[src/hw/tcp_defines.svh]
// Shared widths, flag codes and constants of the TCP server, included by the package and testbench
`ifndef TCP_DEFINES_SVH
`define TCP_DEFINES_SVH

// Field widths
`define SEQ_W		32
`define PORT_W		16
`define IP_W		32
`define MAC_W		48
`define LEN_W		16
`define FLAGS_W		6

// Connection constants
`define MEM_NUM		4
`define LOCAL_PORT	16'h1F90
`define ISS			32'h0000_0000
`define TX_CREDITS	2

// Flag bit positions
`define FLG_FIN		0
`define FLG_SYN		1
`define FLG_RST		2
`define FLG_PSH		3
`define FLG_ACK		4

// Composite flag codes for outgoing segments
`define FLAGS_SYNACK	6'h12
`define FLAGS_ACK		6'h10
`define FLAGS_FINACK	6'h11
`define FLAGS_RST		6'h04
`define FLAGS_PSHACK	6'h18

`endif
[src/hw/tcp_pkg.sv]
// Types shared by the TCP server modules, imported by every RTL block and the testbench
`include "tcp_defines.svh"

package tcp_pkg;

	// Header fields
	typedef logic [`SEQ_W-1:0]		seq_t;
	typedef logic [`PORT_W-1:0]		port_t;
	typedef logic [`IP_W-1:0]		ip_addr_t;
	typedef logic [`MAC_W-1:0]		mac_addr_t;
	typedef logic [`LEN_W-1:0]		seg_len_t;
	typedef logic [`FLAGS_W-1:0]	tcp_flags_t;

	// One bit per transmit memory buffer
	typedef logic [`MEM_NUM-1:0]	mem_mask_t;

	// Passive-open connection states
	typedef enum logic [2:0]
	{
		ST_LISTEN,
		ST_SYN_RCVD,
		ST_ESTABLISHED,
		ST_CLOSE_WAIT,
		ST_LAST_ACK,
		ST_CLOSED
	} tcp_state_e;

endpackage

[src/hw/rx_segment_latch.sv]
// One-entry receive header buffer, sits between the segment decoder and the connection FSM
`timescale 1ns/1ns
`include "tcp_defines.svh"

module rx_segment_latch import tcp_pkg::*;
(
	input	logic		clk,
	input	logic		rst_n,

	input	logic		rx_valid_i,
	input	mac_addr_t	rx_src_mac_i,
	input	ip_addr_t	rx_src_ip_i,
	input	port_t		rx_src_port_i,
	input	port_t		rx_dst_port_i,
	input	tcp_flags_t	rx_flags_i,
	input	seq_t		rx_seq_i,
	input	seq_t		rx_ack_i,
	input	seg_len_t	rx_len_i,
	output	logic		rx_ready_o,

	input	logic		seg_take_i,
	output	logic		seg_valid_o,
	output	mac_addr_t	seg_src_mac_o,
	output	ip_addr_t	seg_src_ip_o,
	output	port_t		seg_src_port_o,
	output	tcp_flags_t	seg_flags_o,
	output	seq_t		seg_seq_o,
	output	seq_t		seg_ack_o,
	output	seg_len_t	seg_len_o
);

	logic	full;
	logic	rx_xfer;

	assign rx_ready_o = !full && rx_valid_i;
	assign rx_xfer = rx_ready_o;

	// Entry fills only for our port, other segments are swallowed
	always_ff @(posedge clk or negedge rst_n)
	begin
		if (!rst_n)
			full <= 1'b0;
		else if (rx_xfer && (rx_dst_port_i == `LOCAL_PORT))
			full <= 1'b1;
		else if (seg_take_i)
			full <= 1'b0;
	end

	always_ff @(posedge clk)
	begin
		if (rx_xfer)
		begin
			seg_src_mac_o	<= rx_src_mac_i;
			seg_src_ip_o	<= rx_src_ip_i;
			seg_src_port_o	<= rx_src_port_i;
			seg_flags_o		<= rx_flags_i;
			seg_seq_o		<= rx_seq_i;
			seg_ack_o		<= rx_ack_i;
			seg_len_o		<= rx_len_i;
		end
	end

	assign seg_valid_o = full;

	// FSM may only consume a segment that is actually held
	a_take_when_valid: assert property (@(posedge clk) disable iff (!rst_n)
		seg_take_i |-> seg_valid_o)
		else $error("seg_take_i without a held segment");

endmodule

[config.mk]
export PLATFORM = sky130hd
export DESIGN_NAME = rx_segment_latch
export DESIGN_NICKNAME = d
export VERILOG_FILES = /design/src/hw/tcp_pkg.sv /design/src/hw/rx_segment_latch.sv
export VERILOG_INCLUDE_DIRS = /design/src /design/src/hw
export SDC_FILE = /design/constraint.sdc
export NUM_CORES = 1
export LEC_CHECK = 0
export ABC_AREA = 1
export BUFFER_PORTS_ARGS = -buffer_cell sky130_fd_sc_hd__buf_2
export CORE_AREA = 5 5 145 147
export DETAILED_ROUTE_END_ITERATION = 7
export DIE_AREA = 0 0 150 152
export PLACE_DENSITY = 0.65
export SYNTH_ARGS = -nofsm -noshare
export SYNTH_HDL_FRONTEND = slang
export SYNTH_SLANG_ARGS = --single-unit
[constraint.sdc]
create_clock -name clk -period 7.9 [get_ports clk]
set_clock_uncertainty 0.15 [all_clocks]
set_input_delay 0.395 -clock clk [delete_from_list [all_inputs] [get_ports clk]]
set_output_delay 0.395 -clock clk [all_outputs]
set_load 0.1 [all_outputs]
==> reports/qor.yml <==
yosys:
  netlist-cell-type-count: 8
  synthCells: 208
  synth_area_um2: 5600
  yosys_warnings: 0
  synth_seq_cells: 183
  synth.net_count: 410
  seq_area_frac_synth_pct: 98.0
  syn_area_per_cell_um2: 26.9
setup_path:
  r2r_end: "seg_src_port_o[7]"
  start_kind: "flop"
  r2r_cells: 3
  crit_path_end_kind: "output port"
  worst-endpoint-arrival_ps: 2420
  cp_max_fo: 107
  r2r_start: "seg_valid_o"
  r2r_setup_slack_ps: 5030
  crit_start: "seg_valid_o"
  criticalPathCategory: "reg2out"
  crit_required_ps: 7360
clock_network:
  cts_tree: "done"
  cts_setup_buffers: 0
  clkLatencyLatePin_ps: 410
  cts_resized: 0
  cts_hold_buf: 171
  clk_transition_reported_paths_ps: 70
  cts_max_level: 4
  clockBufferDepth: 2
  cts.sinks: 183
  cts_buffers: 17
  cts-root-buf: "clkbuf_16"
layout:
  area_growth_pct: 81.9
  finish.net_count: 989
  n_fill_cell: 1691
  final_common_cell: "buf_2"
  drive_gt1_share_pct: 52.3
  final_cell_area_um2: 10200
  final_cell_mix: "buf_2, edfxtp_1, dlygate4sd3_1, clkbuf_16, nand2_1"
sta:
  slew_headroom_pct: 35.4
  grt_setup_unrepaired: "false"
  final_max_slew_viol_count: 0
  fin_crit_sh_pct: 37.5
  setup_ws_ps: 4930
  finalHoldViolCount: 0
  fin_crit_ps: 2970
  setup_tns_ps: 0
  timing.final.setup_violations: 0
  tightest_slew_ps: 969
  clock.fmax_ghz: 0.337
die:
  rows: 52
  io_pins: 386
  die_y_um: 152
  die_area_um2: 22800
  dieWidth_um: 150
  start_util_pct: 28.3
  fp.coreArea_um2: 19800
detailed_routing:
  postRouteAntennaNets: 0
  wire_per_inst_um: 16.6
  drtIter0Drc: 168
  dr.pass1.iters: 4
  post_drt_via_cell_ratio: 4.01
  drt_wl_total_um: 17800
  num_vias: 4296
  drc: 0
place:
  pre_cts_ws_ps: 4900
  io_buffers: 385
  gp_congestion: 0.817
  dp_hpwl_um: 12100
  post_dp_cell_area_um2: 7880
hold_path:
  hold_depth: 1
  hold_path_end: "seg_src_mac_o[40]"
  worst_hold_path_type: "in2reg"
  hold_start: "rx_src_mac_i[40]"
job:
  maxCapViolations: 0
power_and_ir_drop:
  ir_drop_uv: 132
  leakagePower_uw: 0.00439
  powerDensity_nw_per_um2: 269
grt:
  grt_use_met1_pct: 15.4
  grt_antenna_before_repair: 1
  grtUsageTotal_pct: 15.2
  met3_usage_pct: 5.48
  grt_use_met2_pct: 28.6
  grt-busiest-layer: "met2"
  grt_pass1_vias: 4812
  overflow: 0
  grt_max_degree: 108
  grt_pass1_wl_um: 26300
outcome:
  outcome: "finished, final reports clean"
[how the worst max path moves through the flow]
| stage | slack (ps) | endpoint |
|---|---|---|
| 2_1_floorplan | 1970 | seg_ack_o[0] |
| 3_3_place_gp | 4930 | seg_seq_o[5] |
| 3_5_place_dp | 4900 | seg_seq_o[5] |
| 4_1_cts | 4910 | rx_ready_o |
| 5_1_grt | 4790 | rx_ready_o |
| 6_report | 4930 | rx_ready_o |
[registers in the layout, summed over array words and instances, names as in the netlist]
name and count:
seg_len_o 16, seg_valid_o 1, seg_ack_o 32, seg_src_port_o 16, seg_flags_o 6, seg_seq_o 32
seg_src_mac_o 48, seg_src_ip_o 32
[logic make-up after synthesis]
family / Yosys count / synth area share [%]
DFF: 183 / 98.0
and+or+nand+nor: 17 / 1.43
buffers and inverters: 8 / 0.536
[final cells by class]
| cell class | count | area, um^2 | share of cell area, % |
|---|---|---|---|
| antenna | 1 | 2.50 | 0.0246 |
| clock buffer | 18 | 429 | 4.21 |
| clock inverter | 14 | 138 | 1.35 |
| inverter | 8 | 35.0 | 0.344 |
| multi-input combinational | 17 | 80.1 | 0.786 |
| sequential | 183 | 5490 | 53.9 |
| tap | 270 | 338 | 3.32 |
| timing repair buffer | 560 | 3680 | 36.1 |
[Yosys cell counts (all sizes together)]
cell type  count  area [um^2]
nand2          8         30.0
inv            8         30.0
or2            1         6.26
nor3           1         16.3
nor2           6         22.5
edfxtp       182         5470
nand3          1         5.00
dfrtp          1         25.0
[through the flow]
stage | instances | util [%] | power [uW] | hold slack (ps)
after global routing | 1071 | 51.5 | 2830 | 0.652
after CTS | 1067 | 51.3 | 2770 | 0.323
after floorplan | 208 | - | 1770 | -50.6
final | 1071 | 51.5 | 2740 | 26.7
after detailed placement | 864 | 39.8 | 1890 | 20.7
after global placement | 864 | 39.8 | 1890 | 22.6
[report_power, final]
group | switching [uW] | total, uW | internal, uW
Combinational | 628 | 768 | 139
Clock | 380 | 797 | 417
Sequential | 20.2 | 1170 | 1150
Total | 1030 | 2740 | 1710
[critical path: stages (launching register included)]
cell,delay (ps)
dfrtp_1,400
or2_1,290
inv_6,660
buf_2,570
[routing by layer]
layer / routed length (um) / part of all wire [%]
met4: 250 / 1.4
met1: 6220 / 35
met5: 0 / 0
met3: 1650 / 9.3
met2: 9680 / 54
Power figures use the tool's default switching activity.
