[src/hw/tcp_defines.svh]
// Shared widths, flag codes and constants of the TCP server, included by the package and testbench
`ifndef TCP_DEFINES_SVH
`define TCP_DEFINES_SVH

// Field widths
`define SEQ_W		32
`define PORT_W		16
`define IP_W		32
`define MAC_W		48
`define LEN_W		16
`define FLAGS_W		6

// Connection constants
`define MEM_NUM		4
`define LOCAL_PORT	16'h1F90
`define ISS			32'h0000_0000
`define TX_CREDITS	2

// Flag bit positions
`define FLG_FIN		0
`define FLG_SYN		1
`define FLG_RST		2
`define FLG_PSH		3
`define FLG_ACK		4

// Composite flag codes for outgoing segments
`define FLAGS_SYNACK	6'h12
`define FLAGS_ACK		6'h10
`define FLAGS_FINACK	6'h11
`define FLAGS_RST		6'h04
`define FLAGS_PSHACK	6'h18

`endif
[src/hw/tcp_pkg.sv]
// Types shared by the TCP server modules, imported by every RTL block and the testbench
`include "tcp_defines.svh"

package tcp_pkg;

	// Header fields
	typedef logic [`SEQ_W-1:0]		seq_t;
	typedef logic [`PORT_W-1:0]		port_t;
	typedef logic [`IP_W-1:0]		ip_addr_t;
	typedef logic [`MAC_W-1:0]		mac_addr_t;
	typedef logic [`LEN_W-1:0]		seg_len_t;
	typedef logic [`FLAGS_W-1:0]	tcp_flags_t;

	// One bit per transmit memory buffer
	typedef logic [`MEM_NUM-1:0]	mem_mask_t;

	// Passive-open connection states
	typedef enum logic [2:0]
	{
		ST_LISTEN,
		ST_SYN_RCVD,
		ST_ESTABLISHED,
		ST_CLOSE_WAIT,
		ST_LAST_ACK,
		ST_CLOSED
	} tcp_state_e;

endpackage

[src/hw/conn_fsm.sv]
// Connection FSM of the passive-open server, tracks sequence numbers and requests control replies
`timescale 1ns/1ns
`include "tcp_defines.svh"

module conn_fsm import tcp_pkg::*;
(
	input	logic		clk,
	input	logic		rst_n,

	input	logic		seg_valid_i,
	input	mac_addr_t	seg_src_mac_i,
	input	ip_addr_t	seg_src_ip_i,
	input	port_t		seg_src_port_i,
	input	tcp_flags_t	seg_flags_i,
	input	seq_t		seg_seq_i,
	input	seq_t		seg_ack_i,
	input	seg_len_t	seg_len_i,
	output	logic		seg_take_o,

	input	logic		ctrl_gnt_i,
	output	logic		ctrl_req_o,
	output	tcp_flags_t	ctrl_flags_o,
	output	seq_t		ctrl_seq_o,
	output	seq_t		ctrl_ack_o,

	input	logic		data_sent_i,
	input	seg_len_t	data_sent_len_i,

	output	seq_t		snd_nxt_o,
	output	seq_t		rcv_nxt_o,
	output	port_t		peer_port_o,
	output	ip_addr_t	peer_ip_o,
	output	mac_addr_t	peer_mac_o,
	output	logic		established_o,
	output	logic		listen_o
);

	tcp_state_e	state;
	tcp_state_e	state_nxt;
	logic		take;
	logic		peer_hit;
	logic		req_set;
	logic		rcv_set;
	logic		peer_cap;
	tcp_flags_t	req_flags;
	seq_t		req_seq;
	seq_t		req_ack;
	seq_t		rcv_val;

	// No segment is consumed while a reply waits or in the transient states
	assign take = seg_valid_i && !ctrl_req_o
		&& (state != ST_CLOSE_WAIT) && (state != ST_CLOSED);
	assign seg_take_o = take;
	assign peer_hit = (seg_src_port_i == peer_port_o);

	// ------------------------------------------------------------------------
	// Next state and reply decode
	// ------------------------------------------------------------------------
	always_comb
	begin
		state_nxt	= state;
		req_set		= 1'b0;
		req_flags	= `FLAGS_ACK;
		req_seq		= snd_nxt_o;
		req_ack		= rcv_nxt_o;
		rcv_set		= 1'b0;
		rcv_val		= rcv_nxt_o;
		peer_cap	= 1'b0;
		case (state)
			ST_LISTEN:
				if (take && !seg_flags_i[`FLG_RST])
				begin
					if (seg_flags_i[`FLG_SYN] && !seg_flags_i[`FLG_ACK])
					begin
						state_nxt	= ST_SYN_RCVD;
						peer_cap	= 1'b1;
						req_set		= 1'b1;
						req_flags	= `FLAGS_SYNACK;
						req_seq		= `ISS;
						req_ack		= seg_seq_i + 32'd1;
					end
					else if (seg_flags_i[`FLG_ACK])
					begin
						// Stray ACK gets a reset carrying its ack number
						req_set		= 1'b1;
						req_flags	= `FLAGS_RST;
						req_seq		= seg_ack_i;
						req_ack		= '0;
					end
				end
			ST_SYN_RCVD, ST_LAST_ACK:
				if (take && peer_hit)
				begin
					if (seg_flags_i[`FLG_RST])
						state_nxt = ST_LISTEN;
					else if (seg_flags_i[`FLG_ACK] && (state == ST_SYN_RCVD))
					begin
						state_nxt	= ST_ESTABLISHED;
						rcv_set		= 1'b1;
						rcv_val		= seg_seq_i + seg_len_i;
					end
					else if (seg_flags_i[`FLG_ACK])
						state_nxt = ST_CLOSED;
				end
			ST_ESTABLISHED:
				if (take && peer_hit)
				begin
					if (seg_flags_i[`FLG_RST])
						state_nxt = ST_LISTEN;
					else if (seg_flags_i[`FLG_FIN])
					begin
						state_nxt	= ST_CLOSE_WAIT;
						rcv_set		= 1'b1;
						rcv_val		= seg_seq_i + 32'd1;
					end
					else if (seg_len_i != '0)
					begin
						rcv_set		= 1'b1;
						rcv_val		= seg_seq_i + seg_len_i;
						req_set		= 1'b1;
						req_ack		= seg_seq_i + seg_len_i;
					end
				end
			ST_CLOSE_WAIT:
				if (!ctrl_req_o)
				begin
					state_nxt	= ST_LAST_ACK;
					req_set		= 1'b1;
					req_flags	= `FLAGS_FINACK;
				end
			default:
				state_nxt = ST_LISTEN;
		endcase
	end

	// ------------------------------------------------------------------------
	// State, request and sequence registers
	// ------------------------------------------------------------------------
	always_ff @(posedge clk or negedge rst_n)
	begin
		if (!rst_n)
		begin
			state		<= ST_LISTEN;
			ctrl_req_o	<= 1'b0;
			snd_nxt_o	<= `ISS;
			rcv_nxt_o	<= '0;
		end
		else
		begin
			state <= state_nxt;
			if (req_set)
				ctrl_req_o <= 1'b1;
			else if (ctrl_gnt_i)
				ctrl_req_o <= 1'b0;
			if ((state == ST_SYN_RCVD) && (state_nxt == ST_ESTABLISHED))
				snd_nxt_o <= `ISS + 32'd1;
			else if (data_sent_i)
				snd_nxt_o <= snd_nxt_o + data_sent_len_i;
			if (rcv_set)
				rcv_nxt_o <= rcv_val;
		end
	end

	always_ff @(posedge clk)
	begin
		if (req_set)
		begin
			ctrl_flags_o	<= req_flags;
			ctrl_seq_o		<= req_seq;
			ctrl_ack_o		<= req_ack;
		end
		if (peer_cap)
		begin
			peer_port_o	<= seg_src_port_i;
			peer_ip_o	<= seg_src_ip_i;
			peer_mac_o	<= seg_src_mac_i;
		end
	end

	assign established_o	= (state == ST_ESTABLISHED);
	assign listen_o			= (state == ST_LISTEN);

	// Pending reply must not change before the arbiter takes it
	a_req_hold: assert property (@(posedge clk) disable iff (!rst_n)
		ctrl_req_o && !ctrl_gnt_i |=> ctrl_req_o && $stable(ctrl_flags_o)
			&& $stable(ctrl_seq_o) && $stable(ctrl_ack_o))
		else $error("control request changed before grant");

endmodule

[config.mk]
export PLATFORM = sky130hd
export DESIGN_NAME = conn_fsm
export DESIGN_NICKNAME = d
export VERILOG_FILES = /design/src/hw/tcp_pkg.sv /design/src/hw/conn_fsm.sv
export VERILOG_INCLUDE_DIRS = /design/src /design/src/hw
export SDC_FILE = /design/constraint.sdc
export NUM_CORES = 1
export LEC_CHECK = 0
export ABC_CLOCK_PERIOD_IN_PS = 6640
export BUFFER_PORTS_ARGS = -buffer_cell sky130_fd_sc_hd__buf_4
export CAP_MARGIN = 5
export CORE_AREA = 5 5 166 168
export CTS_CLUSTER_DIAMETER = 50
export DETAILED_ROUTE_END_ITERATION = 8
export DIE_AREA = 0 0 171 173
export GPL_TIMING_DRIVEN = 1
export PLACE_DENSITY_LB_ADDON = 0.08
export RECOVER_POWER = 50
export SLEW_MARGIN = 40
export SYNTH_ARGS = -nofsm -noshare
export SYNTH_HDL_FRONTEND = slang
export SYNTH_SLANG_ARGS = --single-unit
[constraint.sdc]
create_clock -name clk -period 6.64 [get_ports clk]
set_input_delay 0.332 -clock clk [delete_from_list [all_inputs] [get_ports clk]]
set_output_delay 0.332 -clock clk [all_outputs]
set_load 0.02 [all_outputs]
==> summary.txt <==
Critical path
  • Critical Path AT: 3860 ps
  • Setup crit start kind: input pin
  • Crit path required time: 6280 ps
  • Slowest Stage Delay on Critical Path: 2950 ps
  • Kind of cell adding the most delay to the critical path: buffers and inverters
  • Critical path class: in2async
  • Cell chain of the critical path: dlygate4sd3_1, clkbuf_1
  • Max FO, Critical Path: 68
  • Max stage delay cell, worst path: clkbuf_1
  • Worst Setup End Kind: asynchronous set/reset pin
  • WP buf/inv: 2

Route
  • Vias per cell: 5.661
  • First-pass DRT Iterations: 5
  • Routed wire length: 45330 um
  • DRT iter0 DRCs: 998
  • DRT antenna net count: 0
  • Routed wire per std cell: 22.63 um
  • Vias: 11339
  • Post-route DRC violation count: 0

Status
  • Status: complete, but fails checks
  • Failing checks: max-capacitance violations, max-slew violations

Clocking
  • Clock root buffer: clkbuf_16
  • H-tree levels: 1
  • CTS Buffer Depth: 3
  • Clk slew on worst S/H paths: 60 ps
  • Clock Latency Late Sink: 550 ps
  • CTS tree: done
  • Clk sinks: 232
  • Clock buffer count from CTS: 30
  • Post-CTS Setup Repair Bufs: 0

Global route
  • Grt met2 use: 49.69%
  • GR Layer Usage met3: 6.667%
  • Remaining Overflow, GRT: 0
  • GR Layer Usage met1: 35.90%
  • Vias in the first global route: 11163
  • Largest net degree at the start of global routing: 69
  • First-pass GRT wire length: 67540 um
  • Initial antenna violation count: 7
  • GRT Total Usage: 29.07%
  • Layer with the highest usage: met2

Yosys
  • Synth area leader: edfxtp_1
  • Synth top cells by count: edfxtp_1, nor2_1, nand2_1
  • Most used DFF post-synth: edfxtp_1
  • Top cells by area, synth: edfxtp_1, dfrtp_1, xor2_1
  • Mapped Area: 12270 sq um
  • Post-synth EDFFs: 164
  • #FFs+latches synth: 232
  • Synth cell types: 78
  • Cells after synthesis: 1121
  • Synth top area share: 40.13%
  • Most common cell in the netlist: edfxtp_1
  • Sequential element share of the synthesized area: 54.00%
  • Ys async rst share: 29.31%
  • Avg Inst Size Synth: 10.95 sq um
  • Synth warn: 0

Finish
  • Nets@finish: 1874
  • Post-Route Utilization: 66.18%
  • Layout fillers: 2198
  • Multi-input gate area in the final layout: 5288 sq um
  • FF+latch area: 6626 sq um
  • Share of cells above drive strength 1: 18.80%
  • Area grow syn2layout: 38.95%

Pwr
  • Worst VDD drop: 0.0002419 V
  • Flop pwr share: 38.6%
  • Sw Pwr: 1335 uW
  • Comb power frac: 24.2%
  • Pint: 3154 uW
  • Switching share of total power: 29.73%
  • Power Density: 263.3 nW/um^2
  • LEAKAGE: 0.007004 uW
  • Clk pwr share: 37.2%

STA
  • Slew headroom: -182.6%
  • Final Skew: 14.80 ps
  • Fmax: 237.1 MHz
  • Fin. Hold Viols: 0
  • Worst-Margin Slew: 4239 ps
  • Final WS setup: 2423 ps
  • Slew Limit Fails: 69
  • Tmin final: 4217 ps
  • RSZ-0062 raised after global routing: false
  • Setup total negative slack: 0 ps
  • Setup violations, final: 0
  • Fin crit share: 63.51%

Place
  • Setup Slack @ Placement: 3102 ps
  • # port buffers: 432
  • GP Congestion: 0.9115
  • Post-DP HPWL: 31750 um

Die
  • Core area: 25760 sq um
  • Die height: 173 um
  • # IOs: 437
  • Die Width: 171 um
  • Die area: 29580 sq um
  • Num rows: 59
  • Initial Util: 47.63%

Job
  • Max Cap Viol: 1

Worst hold path
  • Hold WC Path Type: in2reg
-- power by group through the flow --
stage               Combinational, uW  Clock [uW]  Sequential, uW
finish                           1080        1670            1730
global route                     1200        1760            1750
CTS                              1110        1690            1740
detailed placement               1050           0            1760
global placement                 1030           0            1760
floorplan                         620           0            1820
-- cells by family (layout without fill, tap and decap cells) --
group	count (synthesis)	in the layout	share of synthesized area [%]
AO/OA/AOI/OAI	296	296	17.61
XOR/XNOR	91	91	6.495
adder cells (fa/ha/maj)	35	35	3.691
buffers and inverters	89	627	3.212
flip-flops	232	232	54.00
multiplexers	15	15	1.244
other	1	10	0.03056
AND/OR/NAND/NOR	362	362	13.71
-- final timing paths --
check	startpoint	endpoint	slack, ps	cells past startpoint
max	rst_n	rcv_nxt_o[24]$_DFFE_PN0P_	2420	2
min	seg_ack_i[20]	ctrl_seq_o[20]$_DFFE_PP_	80	2
max reg2reg	peer_port_o[4]$_DFFE_PP_	rcv_nxt_o[27]$_DFFE_PN0P_	2980	8
min reg2reg	rcv_nxt_o[23]$_DFFE_PN0P_	rcv_nxt_o[23]$_DFFE_PN0P_	510	2
max in group clk	seg_src_port_i[11]	rcv_nxt_o[27]$_DFFE_PN0P_	2950	10
min in group asynchronous	rst_n	snd_nxt_o[7]$_DFFE_PN0P_	1830	2
-- flip-flops by register name (all words and copies together) (netlist names) --
| name | cells |
|---|---|
| peer_mac_o | 48 |
| ctrl_req_o | 1 |
| snd_nxt_o | 32 |
| ctrl_ack_o | 32 |
| state | 3 |
| peer_ip_o | 32 |
| ctrl_seq_o | 32 |
| peer_port_o | 16 |
| ctrl_flags_o | 4 |
| rcv_nxt_o | 32 |
-- layout make-up --
class | instances | share of cell area [%]
repair buffers | 541 | 20.77
clock buffers | 36 | 4.777
diodes | 8 | 0.1174
inverters | 30 | 0.6751
well taps | 335 | 2.458
flip-flops and latches | 232 | 38.86
clock inverters | 20 | 1.321
multi-input cells | 801 | 31.01
-- what timing repair did --
item | 4_1_cts | 5_1_grt
endpoints found under the hold margin | 164 | 0
resized for setup | 0 | 0
hold buffers | 97 | 0
-- through the flow --
stage | area (sq um) | power, uW | instances | hold WS, ps
after floorplan | 12270 | 2437 | 1122 | 36.41
after global placement | 15760 | 2789 | 1842 | 487.8
after detailed placement | 15780 | 2813 | 1842 | 409.9
after CTS | 17790 | 4536 | 1995 | 56.46
after global routing | 17050 | 4716 | 2003 | 68.38
final | 17050 | 4489 | 2003 | 80.01
-- layout by cell type, fill, tap and decap left out, types with 10 or more instances in the layout --
master,count
nor3_1,21
edfxtp_1,164
nand3_1,32
clkbuf_4,78
mux2i_1,13
o21ai_1,20
clkbuf_16,31
inv_1,28
a21o_1,16
nand2_1,105
nor4_1,11
nand2b_1,10
nand4_1,13
o221ai_1,19
xnor2_1,39
a211oi_1,11
buf_4,163
and3_1,15
nor2_1,111
xor2_1,52
dfrtp_1,68
a22o_1,36
dlygate4sd3_1,97
o21ai_0,32
ha_1,33
clkbuf_1,206
o22ai_1,16
a21oi_1,44
-- metal layers --
metal	up-vias	part of all wire [%]
met3	88	9.6
met2	540	49
met4	0	3.4
met1	5436	38
met5	-	0
li1	5275	-
Note: power is estimated with default switching activity, not from simulation.
