<file path="src/hw/tcp_defines.svh">
// Shared widths, flag codes and constants of the TCP server, included by the package and testbench
`ifndef TCP_DEFINES_SVH
`define TCP_DEFINES_SVH

// Field widths
`define SEQ_W		32
`define PORT_W		16
`define IP_W		32
`define MAC_W		48
`define LEN_W		16
`define FLAGS_W		6

// Connection constants
`define MEM_NUM		4
`define LOCAL_PORT	16'h1F90
`define ISS			32'h0000_0000
`define TX_CREDITS	2

// Flag bit positions
`define FLG_FIN		0
`define FLG_SYN		1
`define FLG_RST		2
`define FLG_PSH		3
`define FLG_ACK		4

// Composite flag codes for outgoing segments
`define FLAGS_SYNACK	6'h12
`define FLAGS_ACK		6'h10
`define FLAGS_FINACK	6'h11
`define FLAGS_RST		6'h04
`define FLAGS_PSHACK	6'h18

`endif
</file>
<file path="src/hw/tcp_pkg.sv">
// Types shared by the TCP server modules, imported by every RTL block and the testbench
`include "tcp_defines.svh"

package tcp_pkg;

	// Header fields
	typedef logic [`SEQ_W-1:0]		seq_t;
	typedef logic [`PORT_W-1:0]		port_t;
	typedef logic [`IP_W-1:0]		ip_addr_t;
	typedef logic [`MAC_W-1:0]		mac_addr_t;
	typedef logic [`LEN_W-1:0]		seg_len_t;
	typedef logic [`FLAGS_W-1:0]	tcp_flags_t;

	// One bit per transmit memory buffer
	typedef logic [`MEM_NUM-1:0]	mem_mask_t;

	// Passive-open connection states
	typedef enum logic [2:0]
	{
		ST_LISTEN,
		ST_SYN_RCVD,
		ST_ESTABLISHED,
		ST_CLOSE_WAIT,
		ST_LAST_ACK,
		ST_CLOSED
	} tcp_state_e;

endpackage

</file>
<file path="src/hw/tx_arbiter.sv">
// Credit-gated arbiter for the transmit header bus, control replies win over data segments
`timescale 1ns/1ns
`include "tcp_defines.svh"

module tx_arbiter import tcp_pkg::*;
(
	input	logic		clk,
	input	logic		rst_n,

	input	logic		tx_credit_i,

	input	logic		ctrl_req_i,
	input	tcp_flags_t	ctrl_flags_i,
	input	seq_t		ctrl_seq_i,
	input	seq_t		ctrl_ack_i,
	output	logic		ctrl_gnt_o,

	input	logic		data_req_i,
	input	seg_len_t	data_len_i,
	output	logic		data_gnt_o,

	input	seq_t		snd_nxt_i,
	input	seq_t		rcv_nxt_i,
	input	port_t		peer_port_i,
	input	ip_addr_t	peer_ip_i,
	input	mac_addr_t	peer_mac_i,

	output	logic		tx_start_o,
	output	tcp_flags_t	tx_flags_o,
	output	seq_t		tx_seq_o,
	output	seq_t		tx_ack_o,
	output	seg_len_t	tx_len_o,
	output	port_t		tx_dst_port_o,
	output	ip_addr_t	tx_dst_ip_o,
	output	mac_addr_t	tx_dst_mac_o
);

	localparam int					CRED_W		= $clog2(`TX_CREDITS + 1);
	localparam logic [CRED_W-1:0]	CRED_MAX	= CRED_W'(`TX_CREDITS);

	logic [CRED_W-1:0]	credit_cnt;
	logic				credit_ok;
	logic				any_gnt;

	assign credit_ok	= (credit_cnt != '0);
	assign ctrl_gnt_o	= ctrl_req_i && credit_ok;
	assign data_gnt_o	= data_req_i && !ctrl_req_i && credit_ok;
	assign any_gnt		= ctrl_gnt_o || data_gnt_o;

	// Grant and returned credit in the same cycle cancel out
	always_ff @(posedge clk or negedge rst_n)
	begin
		if (!rst_n)
		begin
			credit_cnt	<= CRED_MAX;
			tx_start_o	<= 1'b0;
		end
		else
		begin
			tx_start_o <= any_gnt;
			if (any_gnt && !tx_credit_i)
				credit_cnt <= credit_cnt - 1'b1;
			else if (!any_gnt && tx_credit_i && (credit_cnt != CRED_MAX))
				credit_cnt <= credit_cnt + 1'b1;
		end
	end

	// ------------------------------------------------------------------------
	// Header of the winning requester
	// ------------------------------------------------------------------------
	always_ff @(posedge clk)
	begin
		if (any_gnt)
		begin
			tx_flags_o		<= ctrl_gnt_o ? ctrl_flags_i : `FLAGS_PSHACK;
			tx_seq_o		<= ctrl_gnt_o ? ctrl_seq_i : snd_nxt_i;
			tx_ack_o		<= ctrl_gnt_o ? ctrl_ack_i : rcv_nxt_i;
			tx_len_o		<= ctrl_gnt_o ? '0 : data_len_i;
			tx_dst_port_o	<= peer_port_i;
			tx_dst_ip_o		<= peer_ip_i;
			tx_dst_mac_o	<= peer_mac_i;
		end
	end

	// Transmitter must never return more credits than it was given
	a_credit_max: assert property (@(posedge clk) disable iff (!rst_n)
		tx_credit_i && !any_gnt |-> credit_cnt != CRED_MAX)
		else $error("credit returned while the count is at TX_CREDITS");

endmodule

</file>
<file path="config.mk">
export PLATFORM = sky130hd
export DESIGN_NAME = tx_arbiter
export DESIGN_NICKNAME = d
export VERILOG_FILES = /design/src/hw/tcp_pkg.sv /design/src/hw/tx_arbiter.sv
export VERILOG_INCLUDE_DIRS = /design/src /design/src/hw
export SDC_FILE = /design/constraint.sdc
export NUM_CORES = 1
export LEC_CHECK = 0
export BUFFER_PORTS_ARGS = -buffer_cell sky130_fd_sc_hd__buf_2
export CAP_MARGIN = 20
export CORE_AREA = 2 2 168 170
export CTS_CLUSTER_DIAMETER = 80
export CTS_CLUSTER_SIZE = 28
export DETAILED_ROUTE_END_ITERATION = 10
export DIE_AREA = 0 0 170 172
export GPL_TIMING_DRIVEN = 0
export PLACE_DENSITY = 0.59
export SKIP_LAST_GASP = 1
export SYNTH_ARGS = -nofsm -noshare
export SYNTH_HDL_FRONTEND = slang
export SYNTH_SLANG_ARGS = --single-unit
</file>
<file path="constraint.sdc">
create_clock -name clk -period 19.8 [get_ports clk]
set_clock_uncertainty 0.1 [all_clocks]
set_input_delay 5.94 -clock clk [delete_from_list [all_inputs] [get_ports clk]]
set_output_delay 5.94 -clock clk [all_outputs]
set_load 0.01 [all_outputs]
</file>
==> results of run 1 <==
layer usage:
metal | global-route usage | up-vias | part of all wire
met5 | 0 | - | 0.0038
met4 | 0.03939 | 10 | 0.011
met3 | 0.05356 | 19 | 0.096
met2 | 0.2273 | 246 | 0.53
met1 | 0.1319 | 2098 | 0.36
li1 | - | 2084 | -
area by class of cell:
type                    count  share of cell area
diodes                      3           0.0007402
plain buffers               9             0.01369
clock buffers              18             0.04231
clock inverters            13             0.01172
inverters                   3            0.001110
multi-input cells          99              0.1168
flip-flops and latches    185              0.5464
well taps                 346             0.04268
repair buffers            440              0.2245
cells in the mapped netlist (2+ instances only):
master	n
buf_12	6
mux2_4	60
or2_2	2
clkbuf_1	2
and2_1	11
mux2_2	4
and2_2	9
edfxtp_1	182
dfrtp_1	2
inv_1	3
a21oi_1	2
nor2_1	3
through the flow:
step | setup WS (ns) | std cells | power [mW] | cell area [sq um] | hold slack (ns)
6_report | 6.956 | 1116 | 1.375 | 10140 | 0.4457
5_1_grt | 6.854 | 1113 | 1.448 | 10130 | 0.4680
4_1_cts | 6.953 | 1113 | 1.401 | 10130 | 0.4471
3_5_place_dp | 6.955 | 1082 | 1.068 | 9587 | 0.4358
3_3_place_gp | 1.444 | 1077 | 1.101 | 9479 | 0.4211
2_1_floorplan | 5.185 | 296 | 0.8952 | 6869 | 0.4053
worst paths after layout:
kind                               start        endpoint  slack [ns]  depth (start not counted)
setup / recovery              ctrl_req_i      ctrl_gnt_o        6.96                          5
hold / removal             credit_cnt[1]   credit_cnt[1]        0.45                          2
max in group asynchronous          rst_n   credit_cnt[1]       14.20                          1
hold reg to reg            credit_cnt[1]   credit_cnt[1]        0.45                          2
min in group asynchronous          rst_n      tx_start_o        5.20                          1
setup reg to reg           credit_cnt[1]  tx_dst_ip_o[0]       17.29                          5
layout by cell type, fill, tap and decap left out, drive strengths merged, types with 3 or more instances in the layout:
cell type  Yosys  final
buf            7    447
edfxtp       182    182
mux2          64     64
clkbuf         2     20
and2          20     20
inv            3      7
clkinvlp       0      4
clkinv         0      4
diode          0      3
nor2           3      3
registers in the layout (all words and copies together), names as in the netlist:
signal         cells
tx_start_o         1
tx_dst_ip_o       32
tx_dst_mac_o      48
tx_len_o          16
tx_dst_port_o     16
tx_seq_o          32
credit_cnt         2
tx_flags_o         6
tx_ack_o          32
power breakdown:
group	switching, mW	internal, mW
clock network	0.153	0.174
logic	0.237	0.183
registers	0.0312	0.598
logic make-up (layout without fill, tap and decap cells):
group,Yosys count,after routing,synth area share
AO/OA/AOI/OAI,6,6,0.005647
XOR/XNOR,1,1,0.001275
buffers and inverters,12,483,0.02186
flip-flops,185,185,0.8067
multiplexers,64,64,0.1377
other,0,3,0
AND/OR/NAND/NOR,28,28,0.02678
worst max-delay path: stages:
cell and delay (ns):
buf_2 0.12, o21ai_2 0.07, clkbuf_1 0.33, inv_1 0.17, buf_2 0.18
==> impl_results.md, run 1 <==
* Worst EP required at 13.76 ns
* Vias per cell at 3.994
* Setup CP Type: in -> out
* Share of the synthesized area in the top cell type at 0.7956
* Mean Syn Cell Area at 23.21 sq um
* Share of cells above drive strength 1 at 0.7249
* DIE WIDTH at 170 um
* Vias at 4,457
* Peak fanout along the critical path at 10
* Worst vdd ir at 70.04 uV
* Clk Latency, worst-skew pair at 0.43 ns
* Syn-to-layout area delta at 47.65%
* Synth area leader: edfxtp_1
* Final nets at 1,006
* # Max-Cap Violations at 0
* RSZ-0062 raised after global routing: no
* Worst Setup Start Kind: primary input
* Hold buffers post-CTS at 0
* GRT overflow at 0
* Final HPWL DP at 15,260 um
* Post-synth EDFFs at 182
* Slew margin rel. at 0.5199
* Sequential area share after synthesis at 0.8067
* CTS sink cnt at 185
* Initial antenna violation count at 8
* Yosys warning total at 0
* First-pass GRT wire length at 26,340 um
* Async SR Flop Fraction at 0.01622
* Synthesized net count at 547
* Pin count of the biggest net entering global routing at 38
* P per Cell Area at 135.6 nW/um^2
* Main area contributors after synthesis: edfxtp_1 80%, mux2_4 13%, buf_12 1.7%, and2_1 1.0%, and2_2 0.98%
* Inserted Clock Buffers at 17
* I/O pin count at 436
* Starting Density at 0.2500
* Min-delay worst type: reg -> reg
* Clk root buf: clkbuf_16
* Maximum clock path buffer count at 2
* Maximum clock rate at 0.07786 GHz
* Post-CTS Setup Bufs at 0
* Core ar. at 27,480 sq um
* P_leak at 4.538 nW
* Fill cell count at 2,639
* CTS-repair resized insts at 0
* Final hold viol count at 0
* Setup TNS at 0 ns
* DRT Wirelength at 19,400 um
* Wire length per cell at 17.39 um
* Max-slew violation count at 0
* Clock Pin Slew Worst Setup and Hold Paths at 0.07 ns
* First-pass DRT Iterations at 4
* Crit end category: primary output
* Vias in the first global route at 4,453
* Synth Instances at 296
* Post-route ant nets at 0
* GRT Util Overall at 0.1255
* Full die area at 29,240 sq um
* DRC at 0
* PortBufs at 435
* Final design utilization at 0.3691
* Setup violations, final at 0
* Footprint of the multi-input gates at 1185 sq um
* Dominant synthesized flop cell: edfxtp_1
* Register bit total from synthesis at 185
* Sequential Area at 5542 sq um
* CTS tree: built
* Die Y at 172 um
* Synth unique cells at 22
* Final period util at 0.6487
* Outcome: finished, final reports clean
* Row count at 61
* Final Critical Period at 12.84 ns
* Iteration-0 DRC Markers at 198
* CP Data Arrival Time at 6.80 ns
* GPL Wtd Cong at 0.7470
* H-tree depth at 4
* Post-Syn Area at 6869 sq um
* Worst-margin pin slew at 0.7185 ns
Note: power is estimated with default switching activity, not from simulation.
==> run 2, diff against run 1 <==
--- a/config.mk
+++ b/config.mk
@@ -8,13 +8,13 @@
 export LEC_CHECK = 0
 export BUFFER_PORTS_ARGS = -buffer_cell sky130_fd_sc_hd__buf_2
 export CAP_MARGIN = 20
-export CORE_AREA = 2 2 168 170
+export CORE_AREA = 2 2 169 171
 export CTS_CLUSTER_DIAMETER = 80
 export CTS_CLUSTER_SIZE = 28
 export DETAILED_ROUTE_END_ITERATION = 10
-export DIE_AREA = 0 0 170 172
+export DIE_AREA = 0 0 171 173
 export GPL_TIMING_DRIVEN = 0
-export PLACE_DENSITY = 0.59
+export PLACE_DENSITY = 0.6
 export SKIP_LAST_GASP = 1
 export SYNTH_ARGS = -nofsm -noshare
 export SYNTH_HDL_FRONTEND = slang
==> constraint.sdc (replaced) <==
create_clock -name clk -period 11 [get_ports clk]
set_clock_uncertainty 0.1 [all_clocks]
set_input_delay 3.3 -clock clk [delete_from_list [all_inputs] [get_ports clk]]
set_output_delay 3.3 -clock clk [all_outputs]
set_load 0.01 [all_outputs]
==> impl_results.md, run 2 (synthesis results as in run 1) <==
* DRT Wirelength at 18,290 um (-5.7%)
* RSZ-0062 raised after global routing: no
* # Max-Cap Violations at 0 (unchanged)
* P_leak at 4.582 nW (+0.97%)
* Maximum clock rate at 0.1311 GHz
* Clock Pin Slew Worst Setup and Hold Paths at 0.07 ns (about the same)
* Final design utilization at 0.3713 (+0.002172)
* Worst hold slack at 0.4647 ns (+0.01901 ns)
* Worst Path Buf+Inv at 4 (unchanged)
* Top cell by count, worst path: buf_2
* Final nets at 1,007 (+0.099%)
* Critical path's largest stage delay at 0.36 ns (+0.03 ns)
* H-tree depth at 4 (unchanged)
* Die Y at 173 um (+0.58%)
* Overall power at 2.498 mW (+82%)
* Max-slew violation count at 0 (unchanged)
* Clk root buf: clkbuf_16
* Worst-margin pin slew at 0.4845 ns (-0.2339 ns)
* Worst vdd ir at 91.49 uV (+31%)
* Syn-to-layout area delta at 49.34%
* Slew margin rel. at 0.6762 (+0.1563)
* Row count at 61 (unchanged)
* Pin count of the biggest net entering global routing at 36 (-5.3%)
* Full die area at 29,580 sq um (+1.2%)
* CTS sink cnt at 185 (unchanged)
* CTS-repair resized insts at 0 (unchanged)
* Max reg flops at 48 (unchanged)
* GPL Wtd Cong at 0.7278 (-2.6%)
* Final Critical Period at 7.627 ns
* P per Cell Area at 243.5 nW/um^2 (+80%)
* Maximum clock path buffer count at 2 (unchanged)
* Core ar. at 27,630 sq um (+0.56%)
* Inserted Clock Buffers at 17 (unchanged)
* Dpl ws at 3.388 ns (-3.566 ns)
* Vias per cell at 3.839 (-3.9%)
* Clk Latency, worst-skew pair at 0.41 ns (-0.02 ns)
* Worst Setup Start Kind: primary input
* Min-delay worst type: reg -> reg
* Peak fanout along the critical path at 10 (unchanged)
* Setup violations, final at 0 (unchanged)
* DRC at 0 (unchanged)
* Final HPWL DP at 14,480 um (-5.1%)
* Share of cells above drive strength 1 at 0.7256 (about the same)
* Setup WS post-layout at 3.373 ns (-3.584 ns)
* PortBufs at 435 (unchanged)
* Worst Hold Depth at 2 (unchanged)
* Crit end category: primary output
* DP Cell Count at 1,115 (+3.0%)
* Setup TNS at 0 ns (unchanged)
* Non-Filler Instances at 1,148 (+2.9%)
* Vias at 4,407 (-1.1%)
* CTS tree: built
* Worst Reg-to-Reg Cells at 5 (unchanged)
* Worst hold start: credit_cnt[1]
* R2R Path Start: credit_cnt[1]
* First-pass GRT wire length at 25,970 um (-1.4%)
* GRT Util Overall at 0.1188 (-0.006606)
* Starting Density at 0.2486 (-0.001381)
* CP delay by family, top: buffers and inverters
* Initial antenna violation count at 2 (-6)
* First-pass DRT Iterations at 4 (unchanged)
* Design area at 10,260 sq um (+1.1%)
* WHS Endpoint: credit_cnt[1]
* Commonest non-fill, non-tap cell in the layout: buf_2
* Placed Area at 9654 sq um (+0.70%)
* Vias in the first global route at 4,514 (+1.4%)
* Outcome: finished, final reports clean
* Most frequent cells in the layout: 435 x buf_2, 182 x edfxtp_1, 60 x mux2_4, 17 x clkbuf_16
* DIE WIDTH at 171 um (+0.59%)
* Internal reg-to-reg setup slack at 8.79 ns (-8.50 ns)
* Worst EP required at 7.60 ns (-6.16 ns)
* CP Data Arrival Time at 4.23 ns (-2.57 ns)
* Biggest register: tx_dst_mac_o
* CP max-delay cell: clkbuf_1
* I/O pin count at 436 (unchanged)
* Post-route ant nets at 0 (unchanged)
* Crit path cell chain: buf_2 -> o21ai_2 -> clkbuf_1 -> inv_1 -> buf_2
* Final hold viol count at 0 (unchanged)
* Post-CTS Setup Bufs at 0 (unchanged)
* Final period util at 0.6934
* Reg2reg end: tx_dst_mac_o[8]
* GRT overflow at 0 (unchanged)
* Wire length per cell at 15.93 um (-8.4%)
* Iteration-0 DRC Markers at 149 (-25%)
* Setup CP Type: in -> out
* Hold buffers post-CTS at 0 (unchanged)
run 2: cell count changes in the layout (fill, tap and decap cells not counted), sizes merged, moves of 2 or more:
cell      change
diode         -2
clkinv        +5
inv           +2
clkinvlp      -4
run 2: worst min-delay path: cells and delay by family, from the launching register on:
| kind | cells | cell delay [ns] |
|---|---|---|
| flip-flops | 1 | 0.40 |
| AO/OA/AOI/OAI | 2 | 0.17 |
run 2: power by group:
part           switching (mW)  internal (mW)  leakage, nW
clock                   0.304          0.307        0.291
combinational           0.422          0.338         2.48
sequential             0.0530           1.07         1.81
run 2: layout make-up:
cell class	instances	area (sq um)
Clock buffer	17	425.4
Fill cell	2688	17370
Antenna cell	1	2.502
Timing Repair Buffer	441	2305
Inverter	3	11.26
Buffer	9	138.9
Multi-Input combinational cell	99	1185
Clock inverter	15	176.4
Tap cell	378	473.0
Sequential cell	185	5542
run 2: worst max-delay path by stage:
stage | from | to | depth (start not counted)
2_1_floorplan | ctrl_req_i | tx_start_o | 2
3_3_place_gp | ctrl_req_i | tx_start_o | 3
3_5_place_dp | ctrl_req_i | ctrl_gnt_o | 5
4_1_cts | ctrl_req_i | ctrl_gnt_o | 5
5_1_grt | ctrl_req_i | ctrl_gnt_o | 5
6_report | ctrl_req_i | ctrl_gnt_o | 5
run 2: routing by layer:
layer,vias to the layer above,share of wire,GRT usage
met2,242,0.53,0.2198
met4,2,0.017,0.04308
li1,2080,-,-
met5,-,0.00071,0
met1,2067,0.37,0.1251
met3,16,0.084,0.03708
==> run 3, diff against run 2 <==
--- a/config.mk
+++ b/config.mk
@@ -8,13 +8,13 @@
 export LEC_CHECK = 0
 export BUFFER_PORTS_ARGS = -buffer_cell sky130_fd_sc_hd__buf_2
 export CAP_MARGIN = 20
-export CORE_AREA = 2 2 169 171
+export CORE_AREA = 2 2 168 170
 export CTS_CLUSTER_DIAMETER = 80
 export CTS_CLUSTER_SIZE = 28
 export DETAILED_ROUTE_END_ITERATION = 10
-export DIE_AREA = 0 0 171 173
+export DIE_AREA = 0 0 170 172
 export GPL_TIMING_DRIVEN = 0
-export PLACE_DENSITY = 0.6
+export PLACE_DENSITY = 0.59
 export SKIP_LAST_GASP = 1
 export SYNTH_ARGS = -nofsm -noshare
 export SYNTH_HDL_FRONTEND = slang
==> constraint.sdc (replaced) <==
create_clock -name clk -period 7.45 [get_ports clk]
set_clock_uncertainty 0.1 [all_clocks]
set_input_delay 2.235 -clock clk [delete_from_list [all_inputs] [get_ports clk]]
set_output_delay 2.235 -clock clk [all_outputs]
set_load 0.01 [all_outputs]
==> impl_results.md, run 3 (synthesis results as in run 1) <==
* Outcome: finished, final reports clean
* Iteration-0 DRC Markers at 203 (+36%)
* Final HPWL DP at 15,000 um (+3.6%)
* Core ar. at 27,480 sq um (-0.55%)
* Maximum clock path buffer count at 2 (unchanged)
* Clock Pin Slew Worst Setup and Hold Paths at 0.07 ns (about the same)
* Clk root buf: clkbuf_16
* I/O pin count at 436 (unchanged)
* Wire length per cell at 17.02 um (+6.8%)
* Max-slew violation count at 0 (unchanged)
* Biggest register: tx_dst_mac_o
* Commonest non-fill, non-tap cell in the layout: buf_2
* CTS sink cnt at 185 (unchanged)
* P per Cell Area at 362.2 nW/um^2 (+49%)
* Max reg flops at 48 (unchanged)
* Starting Density at 0.2500 (+0.001381)
* Worst vdd ir at 135.9 uV (+49%)
* Pin count of the biggest net entering global routing at 35 (-2.8%)
* CTS tree: built
* Final period util at 0.7258
* RSZ-0062 raised after global routing: no
* Share of cells above drive strength 1 at 0.7256 (unchanged)
* GR peak layer: met2
* Peak fanout along the critical path at 10 (unchanged)
* Maximum clock rate at 0.1849 GHz
* Full die area at 29,240 sq um (-1.2%)
* Vias in the first global route at 4,408 (-2.3%)
* Worst Reg-to-Reg Cells at 4 (-1)
* GPL Wtd Cong at 0.7077 (-2.8%)
* Met1 Usage GRT at 0.1302 (+0.005119)
* Internal reg-to-reg setup slack at 5.59 ns (-3.20 ns)
* Worst Setup Start Kind: primary input
* Fill cell count at 2,644 (-1.6%)
* CTS-repair resized insts at 0 (unchanged)
* Vias per cell at 3.964 (+3.3%)
* Post-CTS Setup Bufs at 0 (unchanged)
* Row count at 61 (unchanged)
* Syn-to-layout area delta at 48.63%
* PortBufs at 435 (unchanged)
* Final nets at 1,007 (unchanged)
* DRC at 0 (unchanged)
* H-tree depth at 4 (unchanged)
* Met2 Track Usage GR at 0.2248 (+0.005087)
* Inserted Clock Buffers at 17 (unchanged)
* Hold buffers post-CTS at 0 (unchanged)
* First-pass DRT Iterations at 4 (unchanged)
* Vias at 4,432 (+0.57%)
* Footprint of the multi-input gates at 1185 sq um (unchanged)
* Setup TNS at 0 ns (unchanged)
* Slew margin rel. at 0.6871 (+0.01085)
* Worst hold slack at 0.4554 ns (-0.009346 ns)
* Final hold viol count at 0 (unchanged)
* Post-route ant nets at 0 (unchanged)
* Crit end category: primary output
* GR Util met3 at 0.04669 (+0.009613)
* Most frequent cells in the layout: 435 x buf_2, 182 x edfxtp_1, 60 x mux2_4, 17 x clkbuf_16
* Worst-margin pin slew at 0.4677 ns (-0.01686 ns)
* CP Data Arrival Time at 3.07 ns (-1.16 ns)
* Setup CP Type: in -> out
* Min-delay worst type: reg -> reg
* P_leak at 4.577 nW (-0.11%)
* # Max-Cap Violations at 0 (unchanged)
* Sequential Area at 5542 sq um (unchanged)
* Initial antenna violation count at 3 (+1)
* Worst Hold Depth at 2 (unchanged)
* Setup violations, final at 0 (unchanged)
* First-pass GRT wire length at 26,300 um (+1.2%)
* Die Y at 172 um (-0.58%)
* DRT Wirelength at 19,020 um (+4.0%)
* Final Critical Period at 5.407 ns
* GRT overflow at 0 (unchanged)
* Worst EP required at 5.12 ns (-2.48 ns)
* Clk Latency, worst-skew pair at 0.43 ns (+0.02 ns)
* GRT Util Overall at 0.1234 (+0.004591)
* DIE WIDTH at 170 um (-0.58%)
[run 3: stage by stage]
| stage | setup WS (ns) | power (mW) | utilization | instance area (sq um) | instances |
|---|---|---|---|---|---|
| floorplan | 1.893 | 2.303 | - | 6877 | 296 |
| global placement | 0.5208 | 2.806 | 0.3453 | 9487 | 1077 |
| detailed placement | 1.991 | 2.845 | 0.3499 | 9614 | 1083 |
| CTS | 1.986 | 3.772 | 0.3713 | 10200 | 1115 |
| global route | 1.885 | 3.893 | 0.3714 | 10200 | 1116 |
| finish | 2.043 | 3.698 | 0.3716 | 10210 | 1118 |
[run 3: path summary, 6_finish.rpt]
kind                          startpoint             end
setup reg to reg           credit_cnt[1]  tx_dst_ip_o[7]
hold / removal             credit_cnt[1]   credit_cnt[1]
max in group asynchronous          rst_n   credit_cnt[1]
min in group asynchronous          rst_n      tx_start_o
hold reg to reg            credit_cnt[1]   credit_cnt[1]
setup / recovery              ctrl_req_i      ctrl_gnt_o
[run 3: area by class of cell]
type	instances	area share
diodes	3	0.0007353
plain buffers	9	0.01360
clock buffers	17	0.04167
clock inverters	15	0.01593
inverters	3	0.001103
multi-input cells	99	0.1161
flip-flops and latches	185	0.5428
well taps	346	0.04240
repair buffers	441	0.2257
[run 3: power by group]
| part | internal (mW) | total, mW | switching [mW] | leakage, nW |
|---|---|---|---|---|
| clock network | 0.475 | 0.909 | 0.433 | 0.286 |
| registers | 1.59 | 1.66 | 0.0770 | 1.81 |
| logic | 0.498 | 1.13 | 0.627 | 2.48 |
[run 3: worst max-delay path, stage by stage]
cell	delay, ns
buf_2	0.12
o21ai_2	0.08
clkbuf_1	0.33
inv_1	0.15
buf_2	0.17
[run 3: metal layers]
metal  vias to the layer above  share of wire
met1                      2093           0.36
met3                        18          0.094
li1                       2081              -
met2                       240           0.54
met5                         -              0
met4                         0          0.014
